--- src/design/ibuf_config.svh ---
////////////////////////////////////////
// instruction buffer control constants
//   buffer depth and shift word widths
//   fill sizes for cache and bypass mode
//   full thresholds on the entry array
////////////////////////////////////////

`ifndef IBUF_CONFIG_SVH
`define IBUF_CONFIG_SVH

// number of byte entries in the buffer
`define IBUF_DEPTH 16

// one-hot consume word from the decoder, bit n means n bytes
`define IBUF_SHIFT_W 8
`define IBUF_SHIFT_AMT_W 3

// bytes delivered per fill
`define IBUF_CACHE_FILL 8
`define IBUF_BYPASS_FILL 4

// entries presented to the decoder each cycle
`define IBUF_VIEW_W 7

// entry whose valid bit raises full
`define IBUF_FULL_CACHE_IDX 8
`define IBUF_FULL_BYPASS_IDX 12

`endif

--- src/design/ibuf_pkg.sv ---
////////////////////////////////////////
// shared types for the ibuf control
//   per-entry vectors and shift words
//   fill request and entry state structs
//   decoder view and PC select enum
////////////////////////////////////////

`default_nettype none

`include "ibuf_config.svh"

package ibuf_pkg;

	// one bit per buffer entry
	typedef logic [`IBUF_DEPTH-1:0] entry_vec_t;

	typedef logic [`IBUF_SHIFT_W-1:0] shift_onehot_t;
	typedef logic [`IBUF_SHIFT_AMT_W-1:0] shift_amt_t;

	// fill request from the cache side
	typedef struct packed {
		logic       valid;
		logic       bypass;
		logic       dirty;
		// low three PC bits
		logic [2:0] offset;
	} fill_req_t;

	typedef struct packed {
		entry_vec_t valid;
		entry_vec_t dirty;
	} entry_state_t;

	// first entries as seen by the decoder
	typedef struct packed {
		logic [`IBUF_VIEW_W-1:0] vld;
		logic [`IBUF_VIEW_W-1:0] drty;
	} iu_view_t;

	// one-hot select, bit 1 is branch and bit 0 is sequential
	typedef enum logic [1:0] {
		PC_SEQ    = 2'b01,
		PC_BRANCH = 2'b10
	} pc_sel_t;

endpackage

`default_nettype wire

--- src/design/ibuf_shift_decode.sv ---
////////////////////////////////////////
// shift decoder
//   encodes the one-hot consume word
//   into a binary shift amount
////////////////////////////////////////

`default_nettype none

`include "ibuf_config.svh"

module ibuf_shift_decode
	import ibuf_pkg::*;
(
	input  shift_onehot_t shift_d,
	output shift_amt_t    shift_amt
);

	// number of set bits, needs to reach SHIFT_W
	logic [3:0] hot_cnt;
	shift_amt_t enc;

	// OR of the indices of all set bits
	always_comb begin
		hot_cnt = '0;
		enc = '0;
		for (int i = 0; i < `IBUF_SHIFT_W; i++) begin
			if (shift_d[i]) begin
				hot_cnt = hot_cnt + 4'd1;
				enc = enc | shift_amt_t'(i);
			end
		end
	end

	// only a true one-hot word gives a shift
	// zero and multi-hot words fall back to no consume
	assign shift_amt = (hot_cnt == 4'd1) ? enc : '0;

endmodule

`default_nettype wire

--- src/design/ibuf_fill_decode.sv ---
////////////////////////////////////////
// fill decoder
//   locates the first free entry
//   sizes the fill by mode and PC offset
//   produces the valid/dirty set masks
////////////////////////////////////////

`default_nettype none

`include "ibuf_config.svh"

module ibuf_fill_decode
	import ibuf_pkg::*;
(
	input  entry_state_t state,
	input  fill_req_t    fill,
	output entry_state_t fill_set
);

	// 0 to 16 valid entries
	logic [4:0] first_free;
	// 1 to 8 bytes per fill
	logic [3:0] fill_cnt;
	// one past the last entry written, may run past the top
	logic [5:0] fill_end;
	logic       fill_dirty;
	entry_vec_t fill_mask;

	// valid bits are packed from entry 0, so the count is the first hole
	always_comb begin
		first_free = '0;
		for (int i = 0; i < `IBUF_DEPTH; i++) begin
			if (state.valid[i]) begin
				first_free = first_free + 5'd1;
			end
		end
	end

	// cache fills stop at the end of the aligned double word
	assign fill_cnt = fill.bypass ? 4'(`IBUF_BYPASS_FILL) :
		4'(`IBUF_CACHE_FILL) - {1'b0, fill.offset};

	assign fill_end = {1'b0, first_free} + {2'b00, fill_cnt};

	// entries past the top of the buffer simply do not exist
	always_comb begin
		fill_mask = '0;
		for (int i = 0; i < `IBUF_DEPTH; i++) begin
			if ((6'(i) >= {1'b0, first_free}) && (6'(i) < fill_end)) begin
				fill_mask[i] = 1'b1;
			end
		end
	end

	// dirty data only comes through the bypass path
	assign fill_dirty = fill.bypass & fill.dirty;

	assign fill_set.valid = fill.valid ? fill_mask : '0;
	assign fill_set.dirty = (fill.valid && fill_dirty) ? fill_mask : '0;

endmodule

`default_nettype wire

--- src/design/ibuf_entry_array.sv ---
////////////////////////////////////////
// entry array
//   16 valid and 16 dirty flops
//   fill merge, consume shift, jump flush
////////////////////////////////////////

`default_nettype none

module ibuf_entry_array
	import ibuf_pkg::*;
(
	input  logic         clk,
	input  logic         rst,
	input  entry_state_t fill_set,
	input  shift_amt_t   shift_amt,
	input  logic         jmp_e,
	output entry_state_t state
);

	entry_state_t merged;
	entry_state_t next_state;

	// new fill bytes land behind the current contents
	assign merged.valid = state.valid | fill_set.valid;
	assign merged.dirty = state.dirty | fill_set.dirty;

	// consumed bytes drop off entry 0, zeros enter at the top
	// a taken jump throws everything away
	always_comb begin
		if (jmp_e) begin
			next_state = '0;
		end else begin
			next_state.valid = merged.valid >> shift_amt;
			next_state.dirty = merged.dirty >> shift_amt;
		end
	end

	// a stalled cycle with no fill and no shift keeps the state as is
	always_ff @(posedge clk) begin
		if (rst) begin
			state <= '0;
		end else begin
			state <= next_state;
		end
	end

endmodule

`default_nettype wire

--- src/design/ibuf_status.sv ---
////////////////////////////////////////
// status unit
//   squash register and PC select
//   full flag and decoder view
//   registered encoded shift amount
////////////////////////////////////////

`default_nettype none

`include "ibuf_config.svh"

module ibuf_status
	import ibuf_pkg::*;
(
	input  logic         clk,
	input  logic         rst,
	input  entry_state_t state,
	input  logic         bypass,
	input  logic         jmp_e,
	input  shift_amt_t   shift_amt,
	output logic         full,
	output iu_view_t     view,
	output pc_sel_t      pc_sel,
	output shift_amt_t   encod_shift_e
);

	// set for the cycle after a taken jump
	logic squash;
	logic full_raw;

	always_ff @(posedge clk) begin
		if (rst) begin
			squash <= 1'b0;
			encod_shift_e <= '0;
		end else begin
			squash <= jmp_e;
			// shift amount moves to the e stage for the address adder
			encod_shift_e <= shift_amt;
		end
	end

	// a cache fill can bring 8 bytes, so stop earlier there
	assign full_raw = state.valid[`IBUF_FULL_BYPASS_IDX] |
		(!bypass & state.valid[`IBUF_FULL_CACHE_IDX]);

	// buffer is being emptied by the jump, let fetch restart
	assign full = full_raw & !squash;

	assign pc_sel = squash ? PC_BRANCH : PC_SEQ;

	assign view.vld = state.valid[`IBUF_VIEW_W-1:0];
	assign view.drty = state.dirty[`IBUF_VIEW_W-1:0];

endmodule

`default_nettype wire

--- src/design/ibuf_ctl_top.sv ---
////////////////////////////////////////
// instruction buffer control top
//   shift and fill decode
//   entry array and status unit
////////////////////////////////////////

`default_nettype none

module ibuf_ctl_top
	import ibuf_pkg::*;
(
	input  logic          clk,
	input  logic          rst,
	input  fill_req_t     fill,
	input  shift_onehot_t shift_d,
	input  logic          jmp_e,
	output logic          full,
	output iu_view_t      view,
	output pc_sel_t       pc_sel,
	output shift_amt_t    encod_shift_e
);

	shift_amt_t   shift_amt;
	entry_state_t fill_set;
	entry_state_t state;

	ibuf_shift_decode u_shift_decode (
		.shift_d   (shift_d),
		.shift_amt (shift_amt)
	);

	ibuf_fill_decode u_fill_decode (
		.state    (state),
		.fill     (fill),
		.fill_set (fill_set)
	);

	ibuf_entry_array u_entry_array (
		.clk       (clk),
		.rst       (rst),
		.fill_set  (fill_set),
		.shift_amt (shift_amt),
		.jmp_e     (jmp_e),
		.state     (state)
	);

	// full threshold depends on the mode of the fill in flight
	ibuf_status u_status (
		.clk           (clk),
		.rst           (rst),
		.state         (state),
		.bypass        (fill.bypass),
		.jmp_e         (jmp_e),
		.shift_amt     (shift_amt),
		.full          (full),
		.view          (view),
		.pc_sel        (pc_sel),
		.encod_shift_e (encod_shift_e)
	);

endmodule

`default_nettype wire

--- config.mk ---
export PLATFORM = sky130hd
export DESIGN_NAME = ibuf_ctl_top
export DESIGN_NICKNAME = d
export VERILOG_FILES = /design/src/design/ibuf_pkg.sv /design/src/design/ibuf_shift_decode.sv /design/src/design/ibuf_fill_decode.sv /design/src/design/ibuf_entry_array.sv /design/src/design/ibuf_status.sv /design/src/design/ibuf_ctl_top.sv
export VERILOG_INCLUDE_DIRS = /design/src /design/src/design
export SDC_FILE = /design/constraint.sdc
export NUM_CORES = 1
export LEC_CHECK = 0
export BUFFER_PORTS_ARGS = -buffer_cell sky130_fd_sc_hd__buf_2
export CORE_MARGIN = 8
export CORE_UTILIZATION = 45
export DETAILED_ROUTE_END_ITERATION = 6
export GPL_ROUTABILITY_DRIVEN = 0
export PLACE_DENSITY = 0.75
export SETUP_SLACK_MARGIN = 0.3
export SYNTH_ARGS = -nofsm -noshare
export SYNTH_HDL_FRONTEND = slang
export SYNTH_SLANG_ARGS = --single-unit
--- constraint.sdc ---
create_clock -name clk -period 9.8 [get_ports clk]
set_clock_uncertainty 0.1 [all_clocks]
set_input_delay 0.49 -clock clk [delete_from_list [all_inputs] [get_ports clk]]
set_output_delay 0.49 -clock clk [all_outputs]
set_load 0.05 [all_outputs]
# Word level (Yosys, flattened, before mapping)
# Cells that the tools add are included.
# word_totals
ff_bits	36
elab_cells	141
input_bits	17
# classes
reduce_logical	20
magnitude_cmp	32
shifts	2
mux	52
n_addsub	24
n_bitwise	6
n_eq_ne	1
# op_table
op	count
$mux 5	15
$add 5x1->5 const B	14
$lt 4x6->1 const A	8
$ge 4x5->1 const A	8
$mux 16	2
$mux 4	8
$or 16x16->16	2
$shr 16x3->16	2
$add 4x1->4 const B	6
$lt 3x6->1 const A	4
$ge 3x5->1 const A	4
$mux 1	19
$logic_and 1x1->1	17
$mux 3	5
$lt 1x6->1 const A	2
$lt 2x6->1 const A	2
$ge 1x5->1 const A	2
$ge 2x5->1 const A	2
$add 5x4->6	1
$mux 2	3
$add 1x1->2 const B	2
$eq 4x1->1 const B	1
$sub 4x3->4 const A	1
$and 1x1->1	3
3 further kinds	4

# Depth between registers and ports, before layout
# Gate-level depths: netlist of the first run.
# depth
ltp_word	38
depth_mapped	53

# Hierarchy
# From an unflattened synthesis of the first run, not the netlist that was laid out.
# unflattened
cells_unflattened	676
hier_area_um2	5196.2
# by_module_without_submodules
module	instances	cells_per_inst	area_each_um2
ibuf_fill_decode	1	373	2755.1
ibuf_entry_array	1	209	1684.1
ibuf_shift_decode	1	68	513.0
ibuf_status	1	26	244.0

# Least setup slack after synthesis of the first run
# OpenSTA, ideal clock, no wires.
# synth_path
kind	register to register
startpoint	reg, netlist name u_entry_array.state[16]
endpoint	reg, netlist name u_entry_array.state[18]
setup_slack_ns	-0.035
stages_incl_launch_ff	52
arrival_time_ns	9.673
path_cell_list	dfxtp_1 inv_1 ha_1 buf_6 xnor2_1 inv_1 ha_1 nand3b_1 mux2i_1 a211oi_1 ha_1 o32ai_1 nor2_1 xnor2_1 mux2i_1 ha_1 nand2_1 o21ai_0 [16 not listed] nand2_1 xnor2_1 xnor2_1 xnor2_1 nand2_1 o22ai_1 xnor2_1 xnor2_2 buf_2 ha_1 xnor2_1 nor2_1 o21a_1 a211oi_1 a21oi_1 or3_1 a311o_1 nand3_1
# synth_via
elab_chain_cells	38
# synth_lines
item	line	text
$mux 1	ibuf_fill_decode.sv:33	if (state.valid[i]) begin
$add 1x1->2	ibuf_fill_decode.sv:34	first_free = first_free + 5'd1;
$mux 5	ibuf_fill_decode.sv:33	
$add 5x1->5	ibuf_fill_decode.sv:34	
$mux 5	ibuf_fill_decode.sv:33	
$add 5x1->5	ibuf_fill_decode.sv:34	
$mux 5	ibuf_fill_decode.sv:33	
$add 5x1->5	ibuf_fill_decode.sv:34	
[22 not listed]	n/a	
$mux 5	ibuf_fill_decode.sv:33	
$add 5x4->6	ibuf_fill_decode.sv:43	assign fill_end = {1'b0, first_free} + {2'b00, fill_cnt};
$lt 1x6->1, or another cell as far along	ibuf_fill_decode.sv:49	if ((6'(i) >= {1'b0, first_free}) && (6'(i) < fill_end)) begin
$logic_and 1x1->1	ibuf_fill_decode.sv:49	
$mux 1	ibuf_fill_decode.sv:49	
$mux 16	ibuf_fill_decode.sv:58	assign fill_set.valid = fill.valid ? fill_mask : '0;
$or 16x16->16 *	ibuf_entry_array.sv:24	assign merged.valid = state.valid | fill_set.valid;
$shr 16x3->16 *	ibuf_entry_array.sv:33	next_state.valid = merged.valid >> shift_amt;
# Mark *: on every way between the ends. The rest lies on a longest branch, timed or not.
# A chain may end at the register's enable or synchronous reset.

# Worst setup path in the final report of the first run
# layout_path
startpoint	reg, netlist name u_entry_array.state[17]
endpoint	reg, netlist name u_entry_array.state[16]
# layout_via
elab_chain_cells	36
# layout_lines
item	line
$mux 5	ibuf_fill_decode.sv:33
$add 5x1->5	ibuf_fill_decode.sv:34
$mux 5	ibuf_fill_decode.sv:33
$add 5x1->5	ibuf_fill_decode.sv:34
$mux 5	ibuf_fill_decode.sv:33
$add 5x1->5	ibuf_fill_decode.sv:34
$mux 5	ibuf_fill_decode.sv:33
$add 5x1->5	ibuf_fill_decode.sv:34
[20 not listed]	n/a
$mux 5	ibuf_fill_decode.sv:33
$add 5x4->6	ibuf_fill_decode.sv:43
$lt 1x6->1, or another cell as far along	ibuf_fill_decode.sv:49
$logic_and 1x1->1	ibuf_fill_decode.sv:49
$mux 1	ibuf_fill_decode.sv:49
$mux 16	ibuf_fill_decode.sv:58
$or 16x16->16 *	ibuf_entry_array.sv:24
$shr 16x3->16 *	ibuf_entry_array.sv:33
# Marked as above.

==> summary.txt, run 1 <==
Timing
  – Rel. slew slack: between 20% and 30%
  – Measured slew at the worst slew-check pin: around 1100 ps
  – RSZ-0062 raised after global routing: no
  – Hold Vio Cnt, Final: 0
  – Peak Freq: about 0.11 GHz
  – Minimum clock period: between 9000 and 10000 ps
  – Slew Viols, Final: 0
  – Final Setup Violations: 0
  – Setup TNS: 0 ps
  – Period utilisation layout: between 90% and 100%

Die
  – I/O pin cnt: 37
  – Core Area: roughly 12000 sq um
  – Die area: between 15000 and 20000 sq um
  – Rows: 40
  – Die Y-Extent: 126 um
  – DIE WIDTH: about 130 um
  – Initial core utilization: 45.6%

Worst setup path
  – CP endpoint kind: flip-flop
  – Reg2reg setup slack: 600 ps
  – Most used cell, CP: xnor2_2
  – Crit-path max FO: 4
  – CP Data Arrival Time: just over 9000 ps
  – Critical Setup Path Class: reg2reg
  – CP Launch Type: flip-flop
  – R2R Path Start: u_entry_array.state[17]
  – Largest stage delay, worst path: ~400 ps
  – Reg2reg end: u_entry_array.state[16]
  – Crit path max-delay cell type: a311o_1
  – Worst EP required: approximately 9900 ps
  – Worst Reg2Reg Path Length in Cells: between 40 and 50

Detailed routing
  – Post-Route WL: approximately 15 mm
  – TritonRoute pass-1 iters: 6
  – DRC viols: 0
  – Antenna Nets Post-Route: 0
  – Drt wl/cell: about 17 um
  – Vias per inst: 6.22
  – Drt initial violations: around 470
  – Vias: approximately 5500

Cells and area
  – Syn-to-layout area delta: 19.4%
  – Ratio of cells with drive above 1 in the final layout: approximately 27%
  – Diode count: 0
  – Final net count: slightly below 800
  – Finished Layout Cells: a little under 900

Yosys
  – Cell count after synthesis: between 700 and 800
  – Yosys cell types: 80
  – Yosys warns: 0
  – Mean Syn Cell Area: 7.62 sq um
  – Post-synth top cells: 84 x nand2_1, 57 x nor2_1, 49 x xnor2_1
  – Most area-consuming cells after synthesis: dfxtp_1 13%, xnor2_1 7.9%, ha_1 6.7%
  – Seq/Total Area, Yosys: a little over an eighth
  – Synth Net Count: ~760
  – Post-synth ARST share: 0%
  – Largest area contributor in the netlist: dfxtp_1
  – Main flop type after synthesis: dfxtp_1
  – Most common cell in the netlist: nand2_1
  – Post-Syn Area: 5410 sq um
  – EDFF count, synth: 0
  – Top cell type's share of synthesized area: about an eighth
  – Post-synthesis register bit count: 36

Run status
  – Status: completed

Clock network
  – Post-CTS Hold Fix Bufs: 0
  – Worst-path clk slew: about 50 ps
  – CTS root buf: clkbuf_16
  – H-tree depth: 2
  – Clock buffer depth: 2
  – CTS tree: yes
  – CTS Sinks: 36
  – Clk_lat worst skew: 280 ps
  – Num CTS Buffers: 5

Global route
  – Largest net degree at the start of global routing: 44
  – Overflow left after global routing: 0
  – Initial antenna violation count: 0
  – Gr usage total: 17.7%
  – First-pass GRT wire length: approximately 24 mm
  – Vias in the first global route: roughly 4900

Flow run
  – Max Cap Viol: 0

Min path
  – Type of the worst min-delay path: in2reg
  – Hold EP: u_status.squash
  – Hold wc startpoint: rst
  – Hold Path Depth: 2

Placement
  – Port buffer count: 36
  – HPWL Detailed: roughly 11 mm
  – Placed cells: 849
flip-flops by register name (all words and copies together), names as in the netlist:
name                    cells
u_entry_array.state        32
u_status.encod_shift_e      3
u_status.squash             1
logic make-up (layout without fill, tap and decap cells):
family / Yosys count / in the layout / synth area share, %
AO/OA/AOI/OAI: 188 / 188 / 25.8
XOR/XNOR: 82 / 82 / 17.4
adder cells (fa/ha/maj): 30 / 30 / 7.08
buffers and inverters: 94 / 121 / 8.24
flip-flops: 36 / 36 / 13.3
multiplexers: 32 / 32 / 6.11
AND/OR/NAND/NOR: 247 / 247 / 22.1
layout make-up:
| type | count | area (sq um) |
|---|---|---|
| Sequential cell | 36 | 723 |
| Tap cell | 147 | 184 |
| Fill cell | 1059 | 5410 |
| Clock buffer | 6 | 129 |
| Inverter | 31 | 116 |
| Timing Repair Buffer | 83 | 533 |
| Clock inverter | 1 | 5.00 |
| Multi-Input combinational cell | 579 | 4760 |
stage by stage:
step | hold WS (ps) | util [%] | setup slack [ps] | area [sq um]
after floorplan | 458 | - | 342 | 5430
after global placement | 508 | 47.5 | 79.8 | 5630
after detailed placement | 497 | 47.5 | -203 | 5630
after CTS | 342 | 49.6 | 265 | 5890
after global routing | 347 | 54.4 | 104 | 6450
final | 338 | 54.4 | 598 | 6450
routing by layer:
| metal | up-vias | wire length [um] | track usage, % |
|---|---|---|---|
| li1 | 2621 | - | - |
| met1 | 2575 | 6600 | 23.4 |
| met2 | 256 | 7500 | 29.2 |
| met3 | 37 | 1020 | 2.34 |
| met4 | 0 | 212 | 5.16 |
| met5 | - | 0 | 0 |
how the worst max path moves through the flow:
| stage | end | start |
|---|---|---|
| 2_1_floorplan | u_entry_array.state[18] | u_entry_array.state[16] |
| 3_3_place_gp | u_entry_array.state[1] | u_entry_array.state[16] |
| 3_5_place_dp | u_entry_array.state[1] | u_entry_array.state[16] |
| 4_1_cts | u_entry_array.state[16] | u_entry_array.state[17] |
| 5_1_grt | u_entry_array.state[19] | u_entry_array.state[17] |
| 6_report | u_entry_array.state[16] | u_entry_array.state[17] |
timing repair:
item                                   CTS  global route
gates resized for setup                 20            70
endpoints found under the hold margin    0             0
setup endpoints to repair               30            30
buffers inserted                         2            25
pin swaps                                3            46
gates cloned                             0             0
placed cells by master, fill, tap and decap left out, drive strengths merged, types with 9 or more instances in the layout:
cell	instances
a21oi	34
a22oi	11
a311o	14
and3	9
buf	83
dfxtp	36
ha	29
inv	31
mux2i	24
nand2	84
nand2b	14
nand3	20
nor2	57
nor3	21
o21ai	23
o311ai	11
o31ai	10
xnor2	52
xor2	21
worst max-delay path, delay by kind of cell, from the launching register on:
kind / cells / cell delay, ps
muxes: 4 / 690
DFF: 1 / 330
xor gates and xnor gates: 9 / 1660
adders and majority gates: 8 / 1990
and+or+nand+nor: 14 / 1750
buffers and inverters: 2 / 300
AOI/OAI and AO/OA: 12 / 2210
Power of run 1 is not shown: default switching activity piles up to over one toggle a cycle in this logic, so the estimate is an artifact.
==> inputs of run 2 (changes only) <==
Settings changed: CORE_UTILIZATION 45 to 39, PLACE_DENSITY 0.75 to 0.68.
==> summary.txt, run 2 (synthesis gave the netlist of run 1 again) <==
Run status
  – Status: completed

Worst setup path
  – CP Data Arrival Time: 9170 ps (-100 ps)
  – CP delay by family, top: compound AO/OA/AOI/OAI gates
  – Reg2reg end: u_entry_array.state[16]
  – CP endpoint kind: flip-flop
  – Worst EP required: 9860 ps (about the same)
  – Reg2reg setup slack: 690 ps (+90 ps)
  – Crit path max-delay cell type: a311o_1
  – R2R Path Start: u_entry_array.state[17]
  – Crit path buffers/inverters: 3 (+1)
  – Worst Reg2Reg Path Length in Cells: 49 (unchanged)
  – CP Launch Type: flip-flop
  – Largest stage delay, worst path: 420 ps (+20 ps)
  – Crit-path max FO: 6 (+2)
  – Critical Setup Path Class: reg2reg
  – Crit path depth: 49 (unchanged)

Timing
  – Final Setup Violations: 0 (unchanged)
  – Final WS setup: 690 ps (+91.3 ps)
  – Rel. slew slack: 27.6% (+0.44 points)
  – Peak Freq: 0.110 GHz (+1.0%)
  – Hold Vio Cnt, Final: 0 (unchanged)
  – RSZ-0062 raised after global routing: no
  – Measured slew at the worst slew-check pin: 1080 ps (-6.50 ps)
  – Minimum clock period: 9110 ps (-91.3 ps)
  – Hold Slack: 323 ps (-15.1 ps)
  – Period utilisation layout: 93.0% (-0.93 points)
  – Slew Viols, Final: 0 (unchanged)
  – Setup TNS: 0 ps (unchanged)

Global route
  – Initial antenna violation count: 0 (unchanged)
  – Overflow left after global routing: 0 (unchanged)
  – Gr usage total: 16.0% (-1.7 points)
  – Vias in the first global route: 4999 (+1.0%)
  – First-pass GRT wire length: 24.5 mm (+1.9%)
  – Largest net degree at the start of global routing: 45 (+2.3%)

Cells and area
  – Final net count: 786 (+0.38%)
  – Largest regs: u_entry_array.state (32), u_status.encod_shift_e (3), u_status.squash (1)
  – Register area: 729 sq um (+0.87%)
  – Fill count: 1327 (+25%)
  – Multi-input gate area: 4720 sq um (-0.76%)
  – Max FFs per register: 32 (unchanged)
  – Ratio of cells with drive above 1 in the final layout: 26.8% (-0.65 points)
  – Commonest non-fill, non-tap cells in the layout: 80 x nand2_1, 54 x nor2_1, 47 x buf_4
  – Commonest non-fill, non-tap cell in the layout: nand2_1
  – Finished Layout Cells: 919 (+4.1%)
  – Syn-to-layout area delta: 20.2%
  – Largest register by flop count: u_entry_array.state
  – Diode count: 0 (unchanged)

Flow run
  – Max Cap Viol: 0 (unchanged)

Clock network
  – Num CTS Buffers: 5 (unchanged)
  – CTS root buf: clkbuf_16
  – Worst-path clk slew: 50 ps (about the same)
  – Clk_lat worst skew: 280 ps (about the same)
  – Clock buffer depth: 2 (unchanged)
  – CTS tree: yes
  – CTS Sinks: 36 (unchanged)
  – H-tree depth: 2 (unchanged)

Detailed routing
  – DRC viols: 0 (unchanged)
  – TritonRoute pass-1 iters: 6 (unchanged)
  – Post-Route WL: 15.6 mm (+1.6%)
  – Antenna Nets Post-Route: 0 (unchanged)
  – Drt wl/cell: 17.0 um (-2.4%)
  – Vias: 5440 (-0.89%)
  – Drt initial violations: 519 (+10%)
  – Vias per inst: 5.92 (-4.8%)

Die
  – Core Area: 13700 sq um (+16%)
  – Initial core utilization: 39.4% (-6.2 points)
  – Die Y-Extent: 134 um (+6.5%)
  – I/O pin cnt: 37 (unchanged)
  – Rows: 43 (+7.5%)
  – DIE WIDTH: 134 um (+6.5%)
  – Die area: 17900 sq um (+13%)

Min path
  – Hold wc startpoint: rst
  – Hold Path Depth: 2 (unchanged)
  – Type of the worst min-delay path: in2reg
  – Hold EP: u_status.squash

Placement
  – Placed cells: 889 (+4.7%)
  – Pre-CTS setup slack: -43.0 ps (+160 ps)
  – HPWL Detailed: 11.0 mm (+4.3%)
  – Port buffer count: 36 (unchanged)
==> run 2: worst max-delay path by stage <==
stage | from | slack, ps | endpoint
2_1_floorplan | u_entry_array.state[16] | 340 | u_entry_array.state[18]
3_3_place_gp | u_entry_array.state[17] | 190 | u_entry_array.state[1]
3_5_place_dp | u_entry_array.state[17] | -40 | u_entry_array.state[1]
4_1_cts | u_entry_array.state[16] | 340 | u_entry_array.state[22]
5_1_grt | u_entry_array.state[17] | 160 | u_entry_array.state[16]
6_report | u_entry_array.state[17] | 690 | u_entry_array.state[16]
==> run 2: what timing repair did <==
action	4_1_cts	5_1_grt
buffers inserted	2	21
pin swaps	1	39
hold buffers	0	0
setup endpoints to repair	30	30
gates resized for setup	19	71
hold endpoints to repair	0	0
==> run 2: metal layers <==
layer / vias up / routed length [um] / track usage (%)
met1: 2563 / 6890 / 21.1
met5: - / 0 / 0
met3: 29 / 881 / 2.03
li1: 2634 / - / -
met4: 0 / 321 / 4.87
met2: 214 / 7490 / 26.7
==> run 2: layout make-up <==
type	instances	area share [%]
clock buffers	6	1.98
flip-flops and latches	36	11.2
clock inverters	1	0.0770
well taps	180	3.47
repair buffers	86	8.72
multi-input cells	579	72.7
inverters	31	1.79
==> run 2: stage by stage <==
stage	util, %	area [sq um]
finish	47.4	6500
global route	47.4	6500
CTS	43.4	5950
detailed placement	41.7	5720
global placement	41.7	5720
floorplan	-	5430
Power of run 2 is left out for the same reason.
